`src/hdl/sample_pkg.sv`:
```
/*
  ADC sample stream definitions
  - channel count and sample width
  - banking mode code and derived index widths
*/
`default_nettype none

package sample_pkg;

  // parallel adc channels, one memory bank per channel
  localparam int CHANNELS = 4;
  // bits per sample word
  localparam int DATA_WIDTH = 16;

  // banking mode code, active channels = 1 << mode
  localparam int MODE_WIDTH = 2;

  // index of one bank or one channel
  localparam int CHAN_SEL_WIDTH = $clog2(CHANNELS);
  // active channel count, 1 up to CHANNELS inclusive
  localparam int ACTIVE_WIDTH = $clog2(CHANNELS + 1);

endpackage

`default_nettype wire

```
`src/hdl/memory_pkg.sv`:
```
/*
  sample memory definitions
  - bank depth and address width
  - per-bank status word width
  - read pipeline latency
*/
`default_nettype none

package memory_pkg;

  // samples stored per bank
  localparam int BUFFER_DEPTH = 16;
  // bank address, also the sample count field of the status word
  localparam int ADDR_WIDTH = $clog2(BUFFER_DEPTH);

  // status word per bank, full bit on top of the address
  localparam int DEPTH_WIDTH = ADDR_WIDTH + 1;

  // register stages between the ram read and the read data port
  localparam int READ_LATENCY = 2;

endpackage

`default_nettype wire

```
`src/hdl/buffer_mem_if.sv`:
```
/*
  sample buffer memory ports
  - per-bank write port driven from the capture side
  - shared read address, advance strobe and read data
*/
`default_nettype none

interface buffer_mem_if
  import sample_pkg::*, memory_pkg::*;
  ();

  // write side, one enable and address per bank
  logic [CHANNELS-1:0]                 wr_en;
  logic [CHANNELS-1:0][ADDR_WIDTH-1:0] wr_addr;
  logic [CHANNELS-1:0][DATA_WIDTH-1:0] wr_data;

  // read side, every bank read at the same address
  logic [ADDR_WIDTH-1:0]               rd_addr;
  // shifts the read pipeline by one stage
  logic                                rd_advance;
  logic [CHANNELS-1:0][DATA_WIDTH-1:0] rd_data;

  modport writer (output wr_en, wr_addr, wr_data);
  modport reader (output rd_addr, rd_advance, input rd_data);
  modport memory (
    input  wr_en, wr_addr, wr_data, rd_addr, rd_advance,
    output rd_data
  );

endinterface

`default_nettype wire

```
`src/hdl/capture_control.sv`:
```
/*
  capture control
  - idle / trigger-wait / save / hold FSM
  - banking mode register, trigger gating
  - capture-active flag and capture done pulse
*/
`default_nettype none

module capture_control
  import sample_pkg::*;
(
  input  wire                     adc_clk,
  input  wire                     adc_reset,
  input  wire                     arm,
  input  wire  [MODE_WIDTH-1:0]   banking_mode,
  input  wire                     banking_mode_valid,
  input  wire                     capture_sw_reset,
  input  wire                     hw_start,
  input  wire                     hw_stop,
  input  wire                     capture_full,
  input  wire                     chain_fill,
  input  wire                     readout_done,
  output logic                    capture_active,
  output logic                    start_pulse,
  output logic [ACTIVE_WIDTH-1:0] active_channels,
  output logic                    clear,
  output logic                    capture_done
);

  enum logic [1:0] {IDLE, TRIGGER_WAIT, SAVE, HOLD} state;

  logic stop_pulse;
  // previous capture_full, for edge detect
  logic full_d;

  // triggers only count in their own state
  assign start_pulse = (state == TRIGGER_WAIT) && hw_start;
  assign stop_pulse  = (state == SAVE) && hw_stop;
  // addresses and full latches restart after sw reset or a finished readout
  assign clear = capture_sw_reset | readout_done;

  // banking mode, only taken while idle
  // modes beyond CHANNELS are dropped
  always_ff @(posedge adc_clk) begin
    if (adc_reset) begin
      active_channels <= ACTIVE_WIDTH'(CHANNELS);
    end else if (banking_mode_valid && state == IDLE &&
                 banking_mode <= MODE_WIDTH'(CHAN_SEL_WIDTH)) begin
      active_channels <= ACTIVE_WIDTH'(1) << banking_mode;
    end
  end

  //////////////////////////////////////////////////
  // capture-active flag and done pulse
  //////////////////////////////////////////////////

  // set on start, dropped on stop or when the last bank of a chain fills
  always_ff @(posedge adc_clk) begin
    if (adc_reset || capture_sw_reset) begin
      capture_active <= 1'b0;
    end else if (start_pulse) begin
      capture_active <= 1'b1;
    end else if (stop_pulse || chain_fill) begin
      capture_active <= 1'b0;
    end
  end

  // one cycle after a stop or the rising edge of full
  always_ff @(posedge adc_clk) begin
    if (adc_reset) begin
      full_d       <= 1'b0;
      capture_done <= 1'b0;
    end else begin
      full_d       <= capture_full;
      capture_done <= ~capture_sw_reset & ((capture_full & ~full_d) | stop_pulse);
    end
  end

  //////////////////////////////////////////////////
  // capture FSM
  //////////////////////////////////////////////////
  always_ff @(posedge adc_clk) begin
    if (adc_reset || capture_sw_reset) begin
      state <= IDLE;
    end else begin
      case (state)
        IDLE: begin
          if (arm) begin
            state <= TRIGGER_WAIT;
          end
        end
        TRIGGER_WAIT: begin
          if (start_pulse) begin
            state <= SAVE;
          end
        end
        SAVE: begin
          // full or stop, data held until read out
          if (stop_pulse || capture_full) begin
            state <= HOLD;
          end
        end
        HOLD: begin
          if (readout_done) begin
            state <= IDLE;
          end
        end
        default: state <= IDLE;
      endcase
    end
  end

  // chain_fill from the writer drops the flag before full moves us to hold
  a_active_in_save : assert property (
    @(posedge adc_clk) disable iff (adc_reset)
    capture_active |-> state == SAVE
  );

endmodule

`default_nettype wire

```
`src/hdl/bank_writer.sv`:
```
/*
  bank writer
  - channel data/valid mux per banking mode
  - valid mask chaining of spare banks
  - write addresses, full latches, write depth status
*/
`default_nettype none

module bank_writer
  import sample_pkg::*, memory_pkg::*;
(
  input  wire                                  adc_clk,
  input  wire                                  adc_reset,
  input  wire  [CHANNELS-1:0][DATA_WIDTH-1:0]  sample_data,
  input  wire  [CHANNELS-1:0]                  sample_valid,
  input  wire                                  capture_active,
  input  wire                                  start_pulse,
  input  wire  [ACTIVE_WIDTH-1:0]              active_channels,
  input  wire                                  clear,
  output logic                                 capture_full,
  output logic                                 chain_fill,
  output logic [CHANNELS-1:0][DEPTH_WIDTH-1:0] write_depth,
  buffer_mem_if.writer                         mem
);

  logic [CHANNELS-1:0][CHAN_SEL_WIDTH-1:0] src_chan;
  logic [CHANNELS-1:0][DATA_WIDTH-1:0]     data_d;
  logic [CHANNELS-1:0]                     valid_d;
  logic [CHANNELS-1:0]                     write_enable;
  logic [CHANNELS-1:0][ADDR_WIDTH-1:0]     write_addr;
  logic [CHANNELS-1:0]                     bank_fill;
  logic [CHANNELS-1:0]                     full_latch;
  logic [CHANNELS-1:0]                     valid_mask;
  logic [CHANNELS-1:0]                     full_mask;

  //////////////////////////////////////////////////
  // per-bank decode
  //////////////////////////////////////////////////
  always_comb begin
    for (int b = 0; b < CHANNELS; b++) begin
      // bank b listens to channel b modulo the active count
      src_chan[b] = CHAN_SEL_WIDTH'(ACTIVE_WIDTH'(b) % active_channels);
      // last bank of each chain, i.e. the top active-count banks
      full_mask[b] = ACTIVE_WIDTH'(b) + active_channels >= ACTIVE_WIDTH'(CHANNELS);
      write_enable[b] = capture_active & valid_mask[b] & valid_d[src_chan[b]];
      // this write lands on the last address
      bank_fill[b] = write_enable[b] && write_addr[b] == ADDR_WIDTH'(BUFFER_DEPTH - 1);
      write_depth[b] = {full_latch[b], write_addr[b]};
    end
  end

  assign capture_full = |(full_mask & full_latch);
  assign chain_fill   = |(full_mask & bank_fill);

  //////////////////////////////////////////////////
  // input registers and write port
  //////////////////////////////////////////////////
  always_ff @(posedge adc_clk) begin
    data_d <= sample_data;
    for (int b = 0; b < CHANNELS; b++) begin
      mem.wr_data[b] <= data_d[src_chan[b]];
    end
    // address delayed to line up with the muxed data
    mem.wr_addr <= write_addr;
  end

  always_ff @(posedge adc_clk) begin
    if (adc_reset) begin
      valid_d    <= '0;
      mem.wr_en  <= '0;
    end else begin
      valid_d    <= sample_valid;
      mem.wr_en  <= write_enable;
    end
  end

  // valid mask, reloaded on start with the first active banks
  // a filled bank hands over to the bank active_channels above it
  always_ff @(posedge adc_clk) begin
    if (adc_reset) begin
      valid_mask <= '0;
    end else if (start_pulse) begin
      for (int b = 0; b < CHANNELS; b++) begin
        valid_mask[b] <= ACTIVE_WIDTH'(b) < active_channels;
      end
    end else begin
      for (int b = 0; b < CHANNELS; b++) begin
        if (bank_fill[b]) begin
          valid_mask[b] <= 1'b0;
          if (!full_mask[b]) begin
            valid_mask[CHAN_SEL_WIDTH'(ACTIVE_WIDTH'(b) + active_channels)] <= 1'b1;
          end
        end
      end
    end
  end

  // addresses wrap to zero after the last word, full bit keeps the count
  always_ff @(posedge adc_clk) begin
    if (adc_reset || clear) begin
      write_addr <= '0;
      full_latch <= '0;
    end else begin
      for (int b = 0; b < CHANNELS; b++) begin
        if (write_enable[b]) begin
          write_addr[b] <= write_addr[b] + 1'b1;
        end
        if (bank_fill[b]) begin
          full_latch[b] <= 1'b1;
        end
      end
    end
  end

  // mask handover must close a bank the cycle after it fills
  a_no_write_when_full : assert property (
    @(posedge adc_clk) disable iff (adc_reset)
    (write_enable & full_latch) == '0
  );

endmodule

`default_nettype wire

```
`src/hdl/sample_memory.sv`:
```
/*
  banked sample ram
  - one write port per bank
  - common read address with an advance-gated read pipeline
*/
`default_nettype none

module sample_memory
  import sample_pkg::*, memory_pkg::*;
(
  input wire           adc_clk,
  buffer_mem_if.memory mem
);

  logic [DATA_WIDTH-1:0] ram [CHANNELS][BUFFER_DEPTH];
  // stage 0 holds the raw ram read
  logic [READ_LATENCY-1:0][CHANNELS-1:0][DATA_WIDTH-1:0] rd_pipe;

  always_ff @(posedge adc_clk) begin
    for (int b = 0; b < CHANNELS; b++) begin
      if (mem.wr_en[b]) begin
        ram[b][mem.wr_addr[b]] <= mem.wr_data[b];
      end
    end
  end

  // whole pipe stalls together, so in-flight reads keep their order
  always_ff @(posedge adc_clk) begin
    if (mem.rd_advance) begin
      for (int b = 0; b < CHANNELS; b++) begin
        rd_pipe[0][b] <= ram[b][mem.rd_addr];
      end
      for (int s = 1; s < READ_LATENCY; s++) begin
        rd_pipe[s] <= rd_pipe[s-1];
      end
    end
  end

  assign mem.rd_data = rd_pipe[READ_LATENCY-1];

endmodule

`default_nettype wire

```
`src/hdl/readout_engine.sv`:
```
/*
  readout engine
  - idle / ready / active FSM and start pulse
  - address and bank sequencing over all banks
  - valid/last/bank pipeline and registered output mux
*/
`default_nettype none

module readout_engine
  import sample_pkg::*, memory_pkg::*;
(
  input  wire                   adc_clk,
  input  wire                   adc_reset,
  input  wire                   capture_done,
  input  wire                   readout_start,
  input  wire                   readout_ready,
  output logic                  readout_done,
  output logic [DATA_WIDTH-1:0] readout_data,
  output logic                  readout_valid,
  output logic                  readout_last,
  buffer_mem_if.reader          mem
);

  enum logic [1:0] {IDLE, READY, ACTIVE} state;

  logic                      start_pulse;
  // high while addresses are still being issued
  logic                      active;
  logic                      advance;
  logic                      step;
  logic                      addr_last;
  logic [ADDR_WIDTH-1:0]     rd_addr;
  logic [CHAN_SEL_WIDTH-1:0] bank_sel;
  logic [READ_LATENCY-1:0]   valid_pipe;
  logic [READ_LATENCY-1:0]   last_pipe;
  logic [READ_LATENCY-1:0][CHAN_SEL_WIDTH-1:0] bank_pipe;

  // everything moves unless the output holds a beat that is not taken
  assign advance   = readout_ready | ~readout_valid;
  assign step      = active & advance;
  assign addr_last = rd_addr == ADDR_WIDTH'(BUFFER_DEPTH - 1) &&
                     bank_sel == CHAN_SEL_WIDTH'(CHANNELS - 1);
  assign readout_done = readout_valid & readout_ready & readout_last;

  assign mem.rd_addr    = rd_addr;
  assign mem.rd_advance = advance;

  // start pulse, blocked from firing twice before the FSM leaves ready
  always_ff @(posedge adc_clk) begin
    if (adc_reset) begin
      start_pulse <= 1'b0;
      active      <= 1'b0;
    end else begin
      start_pulse <= readout_start & (state == READY) & ~start_pulse;
      if (start_pulse) begin
        active <= 1'b1;
      end else if (step && addr_last) begin
        active <= 1'b0;
      end
    end
  end

  // bank 0 first, both counters wrap at their power-of-two size
  always_ff @(posedge adc_clk) begin
    if (adc_reset || start_pulse) begin
      rd_addr  <= '0;
      bank_sel <= '0;
    end else if (step) begin
      rd_addr <= rd_addr + 1'b1;
      if (rd_addr == ADDR_WIDTH'(BUFFER_DEPTH - 1)) begin
        bank_sel <= bank_sel + 1'b1;
      end
    end
  end

  //////////////////////////////////////////////////
  // pipeline matched to the memory latency
  //////////////////////////////////////////////////
  always_ff @(posedge adc_clk) begin
    if (adc_reset) begin
      valid_pipe    <= '0;
      last_pipe     <= '0;
      readout_valid <= 1'b0;
      readout_last  <= 1'b0;
    end else if (advance) begin
      valid_pipe    <= {valid_pipe[READ_LATENCY-2:0], active};
      last_pipe     <= {last_pipe[READ_LATENCY-2:0], active & addr_last};
      readout_valid <= valid_pipe[READ_LATENCY-1];
      readout_last  <= last_pipe[READ_LATENCY-1];
    end
  end

  // bank select travels with its read, then picks the output word
  always_ff @(posedge adc_clk) begin
    if (advance) begin
      bank_pipe    <= {bank_pipe[READ_LATENCY-2:0], bank_sel};
      readout_data <= mem.rd_data[bank_pipe[READ_LATENCY-1]];
    end
  end

  //////////////////////////////////////////////////
  // readout FSM
  //////////////////////////////////////////////////
  always_ff @(posedge adc_clk) begin
    if (adc_reset) begin
      state <= IDLE;
    end else begin
      case (state)
        IDLE: begin
          if (capture_done) begin
            state <= READY;
          end
        end
        READY: begin
          if (start_pulse) begin
            state <= ACTIVE;
          end
        end
        ACTIVE: begin
          if (readout_done) begin
            state <= IDLE;
          end
        end
        default: state <= IDLE;
      endcase
    end
  end

  // a stalled beat must not change, memory pipe included
  a_hold_stable : assert property (
    @(posedge adc_clk) disable iff (adc_reset)
    readout_valid && !readout_ready |=>
      $stable(readout_data) && $stable(readout_last) && $stable(mem.rd_data)
  );

endmodule

`default_nettype wire

```
`src/hdl/buffer_top.sv`:
```
/*
  banked ADC sample capture buffer, top level
  - capture FSM, bank writer, sample memory, readout engine
  - one memory interface between writer, reader and ram
*/
`default_nettype none

module buffer_top
  import sample_pkg::*, memory_pkg::*;
(
  input  wire                               adc_clk,
  input  wire                               adc_reset,
  input  wire  [CHANNELS*DATA_WIDTH-1:0]    sample_data,
  input  wire  [CHANNELS-1:0]               sample_valid,
  input  wire                               hw_start,
  input  wire                               hw_stop,
  input  wire                               arm,
  input  wire  [MODE_WIDTH-1:0]             banking_mode,
  input  wire                               banking_mode_valid,
  input  wire                               capture_sw_reset,
  input  wire                               readout_start,
  input  wire                               readout_ready,
  output logic                              capture_full,
  output logic [CHANNELS*DEPTH_WIDTH-1:0]   write_depth,
  output logic                              write_depth_valid,
  output logic [DATA_WIDTH-1:0]             readout_data,
  output logic                              readout_valid,
  output logic                              readout_last
);

  logic                    capture_active;
  logic                    start_pulse;
  logic [ACTIVE_WIDTH-1:0] active_channels;
  logic                    clear;
  logic                    chain_fill;
  logic                    readout_done;

  buffer_mem_if mem_if ();

  // capture done doubles as the status strobe and the readout enable
  capture_control u_capture_control (
    .adc_clk            (adc_clk),
    .adc_reset          (adc_reset),
    .arm                (arm),
    .banking_mode       (banking_mode),
    .banking_mode_valid (banking_mode_valid),
    .capture_sw_reset   (capture_sw_reset),
    .hw_start           (hw_start),
    .hw_stop            (hw_stop),
    .capture_full       (capture_full),
    .chain_fill         (chain_fill),
    .readout_done       (readout_done),
    .capture_active     (capture_active),
    .start_pulse        (start_pulse),
    .active_channels    (active_channels),
    .clear              (clear),
    .capture_done       (write_depth_valid)
  );

  bank_writer u_bank_writer (
    .adc_clk         (adc_clk),
    .adc_reset       (adc_reset),
    .sample_data     (sample_data),
    .sample_valid    (sample_valid),
    .capture_active  (capture_active),
    .start_pulse     (start_pulse),
    .active_channels (active_channels),
    .clear           (clear),
    .capture_full    (capture_full),
    .chain_fill      (chain_fill),
    .write_depth     (write_depth),
    .mem             (mem_if.writer)
  );

  sample_memory u_sample_memory (
    .adc_clk (adc_clk),
    .mem     (mem_if.memory)
  );

  readout_engine u_readout_engine (
    .adc_clk       (adc_clk),
    .adc_reset     (adc_reset),
    .capture_done  (write_depth_valid),
    .readout_start (readout_start),
    .readout_ready (readout_ready),
    .readout_done  (readout_done),
    .readout_data  (readout_data),
    .readout_valid (readout_valid),
    .readout_last  (readout_last),
    .mem           (mem_if.reader)
  );

endmodule

`default_nettype wire

```
`config.mk`:
```
export PLATFORM = sky130hd
export DESIGN_NAME = buffer_top
export DESIGN_NICKNAME = d
export VERILOG_FILES = /design/src/hdl/sample_pkg.sv /design/src/hdl/memory_pkg.sv /design/src/hdl/buffer_mem_if.sv /design/src/hdl/capture_control.sv /design/src/hdl/bank_writer.sv /design/src/hdl/sample_memory.sv /design/src/hdl/readout_engine.sv /design/src/hdl/buffer_top.sv
export SDC_FILE = /design/constraint.sdc
export NUM_CORES = 1
export LEC_CHECK = 0
export CELL_PAD_IN_SITES_DETAIL_PLACEMENT = 1
export CELL_PAD_IN_SITES_GLOBAL_PLACEMENT = 2
export CORE_ASPECT_RATIO = 1.75
export CORE_UTILIZATION = 54
export DETAILED_ROUTE_END_ITERATION = 7
export DONT_BUFFER_PORTS = 1
export MAX_ROUTING_LAYER = met4
export PLACE_DENSITY_LB_ADDON = 0.1
export RECOVER_POWER = 25
export SYNTH_ARGS = -nofsm -noshare
export SYNTH_HDL_FRONTEND = slang
export SYNTH_HIERARCHICAL = 1
export SYNTH_SLANG_ARGS = --single-unit
export TNS_END_PERCENT = 100
```
`constraint.sdc`:
```
create_clock -name adc_clk -period 10.15 [get_ports adc_clk]
set_input_delay 1.5225 -clock adc_clk [delete_from_list [all_inputs] [get_ports adc_clk]]
set_output_delay 1.5225 -clock adc_clk [all_outputs]
set_load 0.02 [all_outputs]
```
==> results.yml, run 1 <==
outcome:
  outcome: "finished, final reports clean"
final_layout:
  final_common_cell: "edfxtp_1"
  fin_util_pct: 60.0
  area_growth_pct: 9.75
  fin_cells: 3860
  drive_gt1_share_pct: 23.9
  nets: 2646
  layout_common_cells: "edfxtp_1, mux4_2, dfxtp_1"
grt:
  grt_max_degree: 145
  grt.total_usage_pct: 28.3
  grt_pass1_wl_um: 186000
  grt_pass1_vias: 26200
  grt_overflow: 0
  grt_antenna_before_repair: 6
route:
  vias: 24800
  ant_nets: 0
  dr.pass1.iters: 7
  post-route-drc-count: 0
  via_per_inst: 6.43
  avgRoutedWirePerCell_um: 33.8
  drt_iter0_drc: 2272
  totalWireLength_um: 131000
synth:
  yosysWarnings: 6
  syn_avg_cell_area_um2: 20.5
  async_reset_ff_share_pct: 0
  ys_seq_area_share_pct: 76.0
  synth_edf_count: 1172
  yosys_most_used_dff: "edfxtp_1"
  ys_seq_elements: 1372
  synth.distinct_cells: 80
  syn_area_mm2: 0.0516
  synthCells: 2521
setup_path:
  worstReg2RegEnd: "u_sample_memory/rd_pipe[18]"
  start_kind: "flip-flop"
  reg2reg_depth: 5
  worstPathMaxFanout: 22
  critical_path_depth: 4
  timing.rr.start: "u_readout_engine/mem.rd_addr[0]"
  crit_buf_inv: 0
  worst-setup-path-type: "flip-flop to output pin"
  end_kind: "output pin"
  startpoint: "u_capture_control/active_channels[0]"
  endpoint: "capture_full"
  slowest_delay_ps: 960
  required_ps: 8630
  regToRegSetupSlack_ps: 6410
  critical_path_arrival_ps: 2860
  critPathTopFamily: "flip-flops"
  cp_cell_sequence: "nor2_1 -> a221oi_1 -> a21oi_1 -> a21o_1"
  slowest_stage: "dfxtp_1"
placed_design:
  dp.cells: 3637
  place.gp.congestion: 0.839
  dpl.hpwl_um: 79600
  place_ws_ps: 5950
  io_buffer_count: 0
timing:
  drv_slew: 0
  fmax_ghz: 0.228
  hold_viol: 0
  whs_ps: 420
  rsz0062_at_grt: "false"
  tns_ps: 0
  layout_setup_ws_ps: 5770
  fin_skew_ps: 24.5
  slew_headroom_pct: 8.36
  period_share_pct: 43.2
  worstMarginPinSlew_ps: 1370
  finalSetupViolCount: 0
  period_needed_ps: 4380
die:
  start_util_pct: 54.7
  die_w_um: 236
  dieHeight_um: 411
  core.rowCount: 149
  io-pin-count: 119
  dieArea_mm2: 0.0968
  core_mm2: 0.0943
power:
  power.density_mw_per_mm2: 192
  leakagePower_nw: 18.1
  irDropWorstVdd_mv: 0.160
clocking:
  cts_tree: "built"
  postCtsSetupRepairBufs: 0
  numClockSinks: 1372
  cts.path.max_buffers: 3
  clk_latency_ps: 710
  cts-hold-fix-buffers: 0
  htree_num_levels: 3
  ctsResizeCount: 0
  clk_pin_slew_ps: 60
  numCtsBuffers: 118
  clock-root-buffer: "clkbuf_16"
run:
  maxCapViolations: 0
worst_hold_path:
  hold_path_class: "flip-flop to flip-flop"
registers in the layout, indices dropped and copies added, names as in the netlist, 2 cells and up:
name and count:
u_readout_engine/bank_sel 2, u_bank_writer/write_depth 16, u_readout_engine/bank_pipe 4, u_bank_writer/mem.wr_data 64, u_bank_writer/valid_d 4, u_bank_writer/full_latch 4, u_bank_writer/valid_mask 4, u_readout_engine/mem.rd_addr 4
u_bank_writer/mem.wr_addr 16, u_readout_engine/last_pipe 2, u_capture_control/active_channels 3, u_capture_control/state 2, u_sample_memory/mem.rd_data 64, u_sample_memory/rd_pipe 64, u_bank_writer/data_d 64, u_sample_memory/ram 1024
u_readout_engine/valid_pipe 2, u_bank_writer/mem.wr_en 4, u_readout_engine/readout_data 16, u_readout_engine/state 2
synthesized netlist by cell type (all sizes together), types with 13 or more instances:
cell       n  area (um^2)
a21oi     26          130
a22oi    129          968
buf      127          902
clkbuf    48          180
dfxtp    200         4000
edfxtp  1172        35200
ha        18          225
inv       14         52.6
mux2      21          244
mux2i     57          571
mux4     305         6880
nand2    100          375
nand3     20          100
nor2      90          343
nor3      25          130
o21ai     13         68.8
area by class of cell:
type | instances | area (um^2)
sequential | 1372 | 39200
fill | 7803 | 37800
multi-input combinational | 960 | 11300
clock buffer | 167 | 3360
tap | 1208 | 1510
timing repair buffer | 82 | 641
clock inverter | 51 | 453
inverter | 15 | 61.3
antenna | 5 | 12.5
logic make-up (layout without fill, tap and decap cells):
| logic type | Yosys count | after routing | share of synthesized area (%) |
|---|---|---|---|
| flip-flops | 1372 | 1372 | 76.0 |
| multiplexers | 383 | 383 | 14.9 |
| AND/OR/NAND/NOR | 325 | 325 | 3.10 |
| AO/OA/AOI/OAI | 226 | 226 | 3.20 |
| buffers and inverters | 190 | 315 | 2.21 |
| adder cells (fa/ha/maj) | 18 | 18 | 0.437 |
| XOR/XNOR | 6 | 6 | 0.102 |
| other | 1 | 7 | 0.00727 |
worst reg2reg max path, delay by kind of cell (launching register included):
kind | cells | cell delay (ps)
mux | 1 | 670
simple gates | 1 | 80
flops | 1 | 840
compound gates | 1 | 260
buf+inv | 2 | 1640
power by group:
| part | switching [mW] | leakage [nW] | internal [mW] | total (mW) |
|---|---|---|---|---|
| logic | 0.0784 | 3.81 | 0.0627 | 0.141 |
| registers | 0.118 | 12.4 | 6.17 | 6.29 |
| clock network | 1.97 | 1.88 | 2.46 | 4.43 |
| total | 2.17 | 18.1 | 8.69 | 10.9 |
per-stage QoR:
stage          total power [mW]  cell area (um^2)
5_1_grt                    11.1             56600
2_1_floorplan              6.45             51600
3_3_place_gp               6.54             52800
4_1_cts                    10.9             56600
3_5_place_dp               6.55             52800
6_report                   10.9             56600
how the worst min path moves through the flow:
stage	cells past startpoint	endpoint	from
floorplan	0	u_readout_engine/bank_pipe[2]	u_readout_engine/bank_pipe[0]
global placement	0	u_sample_memory/mem.rd_data[1]	u_sample_memory/rd_pipe[1]
detailed placement	0	u_sample_memory/mem.rd_data[24]	u_sample_memory/rd_pipe[24]
CTS	0	u_sample_memory/mem.rd_data[17]	u_sample_memory/rd_pipe[17]
global route	0	u_sample_memory/mem.rd_data[17]	u_sample_memory/rd_pipe[17]
finish	0	u_sample_memory/mem.rd_data[57]	u_sample_memory/rd_pipe[57]
layer usage:
metal  part of all wire [%]  global-route usage [%]  vias to the layer above
li1                       -                       -                    10300
met1                     38                    34.7                    13400
met2                     53                    48.9                      898
met3                    5.1                    3.11                      198
met4                    3.4                    10.3                        0
met5                      0                       -                        -
Power figures use the tool's default switching activity.
==> run 2, diff against run 1 <==
- CORE_UTILIZATION: 54 -> 45
- clock period: 10.15 -> 3.6 ns (I/O delays scaled with it)
==> results.yml, run 2 (synthesis results as in run 1) <==
clocking:
  htree_num_levels: 3
  cts-hold-fix-buffers: 73
  clk_latency_ps: 750
  numClockSinks: 1372
  clk_pin_slew_ps: 60
  clock-root-buffer: "clkbuf_16"
  cts.path.max_buffers: 3
  postCtsSetupRepairBufs: 0
  ctsResizeCount: 0
  numCtsBuffers: 121
  cts_tree: "built"
placed_design:
  io_buffer_count: 0
  dpl.hpwl_um: 84800
  place_area_mm2: 0.0535
  dp.cells: 3945
  place.gp.congestion: 0.825
worst_hold_path:
  whs_endpoint: "u_capture_control/active_channels[1]"
  worstHoldStart: "banking_mode_valid"
  hold_path_class: "primary input to flip-flop"
  hold_depth: 2
setup_path:
  required_ps: 3060
  end_kind: "output pin"
  slowest_stage: "dfxtp_1"
  critPathTopFamily: "compound AO/OA/AOI/OAI gates"
  regToRegSetupSlack_ps: 840
  slowest_delay_ps: 570
  timing.rr.start: "u_capture_control/active_channels[1]"
  start_kind: "flip-flop"
  cp_cell_sequence: "buf_4 -> inv_2 -> nor2_1 -> a221oi_1 -> a21oi_1 -> a21o_1"
  reg2reg_depth: 10
  critical_path_arrival_ps: 2560
  worstPathMaxFanout: 12
  crit_buf_inv: 2
  worstReg2RegEnd: "u_capture_control/capture_active"
  worst-setup-path-type: "flip-flop to output pin"
grt:
  grt_pass1_wl_um: 194000
  grt_max_degree: 68
  grt.total_usage_pct: 24.5
  grt_overflow: 0
  grt_pass1_vias: 27000
  grt_antenna_before_repair: 4
timing:
  drv_slew: 0
  tns_ps: 0
  finalSetupViolCount: 0
  rsz0062_at_grt: "false"
  worstMarginPinSlew_ps: 1090
  fin_skew_ps: 22.6
  fmax_ghz: 0.323
  period_needed_ps: 3100
  period_share_pct: 86.1
  hold_viol: 0
  whs_ps: 69.6
  slew_headroom_pct: 27.2
final_layout:
  final_common_cell: "edfxtp_1"
  fin_util_pct: 51.4
  layout_common_cells: "edfxtp_1, mux4_2, dfxtp_1"
  fin_cells: 4248
  area_growth_pct: 12.9
  nets: 2753
  largest_reg_flops: 1024
  drive_gt1_share_pct: 24.2
  design_area_mm2: 0.0582
route:
  totalWireLength_um: 135000
  ant_nets: 0
  drt_iter0_drc: 2063
  via_per_inst: 5.87
  dr.pass1.iters: 5
  vias: 24900
  avgRoutedWirePerCell_um: 31.8
  post-route-drc-count: 0
die:
  die_w_um: 258
  core.rowCount: 163
  start_util_pct: 45.5
  core_mm2: 0.113
  dieHeight_um: 450
  dieArea_mm2: 0.116
  io-pin-count: 119
power:
  leakagePower_nw: 18.7
  power.density_mw_per_mm2: 537
  irDropWorstVdd_mv: 0.643
outcome:
  outcome: "finished, final reports clean"
run:
  maxCapViolations: 0
==> run 2: cell types whose count changed in the layout (fill, tap and decap cells not counted), sizes merged <==
cell and change:
bufinv +4, inv -4, clkbuf -3, dlygate4sd3 +72
buf +31, clkinv +12, clkinvlp +2, diode -3
==> run 2: per-layer routing <==
metal	global-route usage [%]	share of wire, %	wire, um	vias up
met1	29.6	40	53700	13600
met5	-	0	0	-
met4	6.68	2.2	3000	0
met2	43.3	54	73700	635
met3	2.74	3.6	4860	178
li1	-	-	-	10500
==> run 2: how the worst max path moves through the flow <==
stage | end | cells after the start | slack, ps | startpoint
floorplan | u_readout_engine/last_pipe[0] | 4 | 560 | readout_ready
global placement | u_capture_control/capture_active | 10 | 830 | u_capture_control/active_channels[1]
detailed placement | u_capture_control/capture_active | 10 | 870 | u_capture_control/active_channels[1]
CTS | capture_full | 6 | 470 | u_capture_control/active_channels[0]
global route | capture_full | 6 | 350 | u_capture_control/active_channels[0]
finish | capture_full | 6 | 500 | u_capture_control/active_channels[0]
==> run 2: cell type report <==
class                           count  area (um^2)
Antenna cell                        2         5.00
Clock buffer                      163         3340
Clock inverter                     65          628
Fill cell                       10000        55000
Inverter                           15         61.3
Multi-Input combinational cell    960        11300
Sequential cell                  1372        39200
Tap cell                         1485         1860
Timing Repair Buffer              186         1790
==> run 2: stage by stage <==
stage | setup WS, ps | power (mW)
2_1_floorplan | 555 | 18.2
3_3_place_gp | 829 | 18.5
3_5_place_dp | 871 | 18.5
4_1_cts | 467 | 31.6
5_1_grt | 350 | 32.1
6_report | 501 | 31.3
==> run 2: power breakdown <==
part           total (mW)  internal, mW  switching, mW
Combinational       0.460         0.242          0.218
Sequential           17.8          17.4          0.371
Clock                13.1          7.24           5.82
==> run 3, diff against run 2 <==
- ABC_AREA: not set -> 1
- CAP_MARGIN: not set -> 20
- CORE_UTILIZATION: 45 -> 38
==> results.yml, run 3 <==
route:
  vias: 38100
  avgRoutedWirePerCell_um: 23.8
  totalWireLength_um: 181000
  post-route-drc-count: 0
  dr.pass1.iters: 5
  drt_iter0_drc: 2255
  via_per_inst: 5.02
  ant_nets: 0
clocking:
  numClockSinks: 1372
  postCtsSetupRepairBufs: 0
  numCtsBuffers: 135
  ctsResizeCount: 0
  clk_pin_slew_ps: 70
  cts.path.max_buffers: 3
  clk_latency_ps: 780
  cts-hold-fix-buffers: 80
  cts_tree: "built"
  htree_num_levels: 4
  clock-root-buffer: "clkbuf_16"
placed_design:
  dpl.hpwl_um: 112000
  dp.cells: 7257
  io_buffer_count: 0
  place_ws_ps: 867
  place.gp.congestion: 0.839
setup_path:
  start_kind: "flip-flop"
  regToRegSetupSlack_ps: 850
  end_kind: "output pin"
  worstPathMaxFanout: 9
  reg2reg_depth: 14
  worst-setup-path-type: "flip-flop to output pin"
  critical_path_arrival_ps: 2340
  required_ps: 3060
die:
  die_w_um: 296
  core.rowCount: 188
  io-pin-count: 119
  dieArea_mm2: 0.153
  dieHeight_um: 516
  core_mm2: 0.150
  start_util_pct: 38.3
synth:
  synth.distinct_cells: 56
  yosysWarnings: 6
  synth_edf_count: 1172
  ys_seq_elements: 1372
  synth_commonest_cells: "nand2_1, edfxtp_1, inv_1"
  ys_top_cells_by_area: "edfxtp_1, nand2_1, dfxtp_1"
  yosysTopAreaCellShare_pct: 61.2
  synthCells: 5450
  yosysMostFrequentCell: "nand2_1"
  syn_avg_cell_area_um2: 10.5
  ys_seq_area_share_pct: 68.2
  yosys_most_used_dff: "edfxtp_1"
  synth_area_leader_cell: "edfxtp_1"
  syn_area_mm2: 0.0575
  async_reset_ff_share_pct: 0
timing:
  layout_setup_ws_ps: 717
  tns_ps: 0
  slew_headroom_pct: 27.2
  period_needed_ps: 2880
  hold_viol: 0
  period_share_pct: 80.1
  fin_skew_ps: 25.9
  rsz0062_at_grt: "false"
  drv_slew: 0
  finalSetupViolCount: 0
  worstMarginPinSlew_ps: 1090
  fmax_ghz: 0.347
final_layout:
  fin_cells: 7586
  n_fill_cell: 16400
  area_growth_pct: 12.6
  drive_gt1_share_pct: 8.92
  layout_common_cells: "nand2_1, edfxtp_1, inv_1"
  final_common_cell: "nand2_1"
  nets: 5576
  largest_reg_flops: 1024
outcome:
  outcome: "finished, final reports clean"
grt:
  grt_max_degree: 118
  grt.total_usage_pct: 24.8
  grt_pass1_vias: 39600
  grt_pass1_wl_um: 266000
  grt_antenna_before_repair: 7
  grt_overflow: 0
power:
  p_int_mw: 25.8
  leakagePower_nw: 26.3
  irDropWorstVdd_mv: 0.438
  pwr-share-seq_pct: 54.9
  switching_share_pct: 21.5
  comb_power_share_pct: 1.7
  power.density_mw_per_mm2: 508
  p_clk_share_pct: 43.3
  p_switching_mw: 7.07
worst_hold_path:
  hold_depth: 2
  hold_path_class: "primary input to flip-flop"
run:
  maxCapViolations: 0
run 3: logic make-up after synthesis:
kind of cell    Yosys count  share of synthesized area (%)
compound gates          279                           2.78
xor+xnor                  3                         0.0457
fa+ha+maj                18                          0.392
buf+inv                1208                           9.40
flops                  1372                           68.2
mux                       2                         0.0370
other cells               1                        0.00652
simple gates           2567                           19.1
run 3: per-stage QoR:
step	instance area (um^2)	total power, mW	util [%]	hold WS [ps]
after detailed placement	59500	18.9	39.7	406
after floorplan	57500	18.4	-	400
after global placement	59500	18.9	39.7	402
final	64700	32.9	43.1	57.3
after global routing	64700	33.9	43.1	21.1
after CTS	64700	33.3	43.1	0.101
run 3: layout make-up:
| class | count | area (um^2) | area share, % |
|---|---|---|---|
| Sequential cell | 1372 | 39200 | 60.6 |
| Clock inverter | 70 | 633 | 0.978 |
| Timing Repair Buffer | 211 | 2070 | 3.20 |
| Antenna cell | 5 | 12.5 | 0.0193 |
| Multi-Input combinational cell | 2871 | 13200 | 20.4 |
| Inverter | 888 | 3370 | 5.20 |
| Tap cell | 1995 | 2500 | 3.86 |
| Clock buffer | 174 | 3760 | 5.81 |
run 3: routing by layer:
| metal | global-route usage (%) | wire (um) | vias up |
|---|---|---|---|
| met2 | 44.4 | 96300 | 625 |
| met5 | - | 0 | - |
| met1 | 29.3 | 74400 | 19400 |
| met3 | 2.95 | 5610 | 217 |
| met4 | 6.60 | 4340 | 0 |
| li1 | - | - | 17800 |
run 3: worst paths after layout:
kind	from	to
hold reg to reg	u_sample_memory/rd_pipe[22]	u_sample_memory/mem.rd_data[22]
setup reg to reg	u_capture_control/active_channels[1]	u_capture_control/capture_active
setup / recovery	u_capture_control/active_channels[1]	capture_full
hold / removal	adc_reset	u_bank_writer/valid_mask[2]
run 3: critical path, cell delays in order, from the launching register on:
cell	delay [ps]
dfxtp_1	430
inv_2	150
ha_1	320
inv_1	90
nand2_1	140
nand2_1	90
o2111ai_1	350
run 3: power by group through the flow:
stage	logic, mW	registers (mW)	clock network, mW
final	0.572	18.1	14.3
after global routing	0.629	18.1	15.2
after CTS	0.576	18.1	14.7
after detailed placement	0.496	18.4	0
after global placement	0.489	18.4	0
after floorplan	0.330	18.1	0
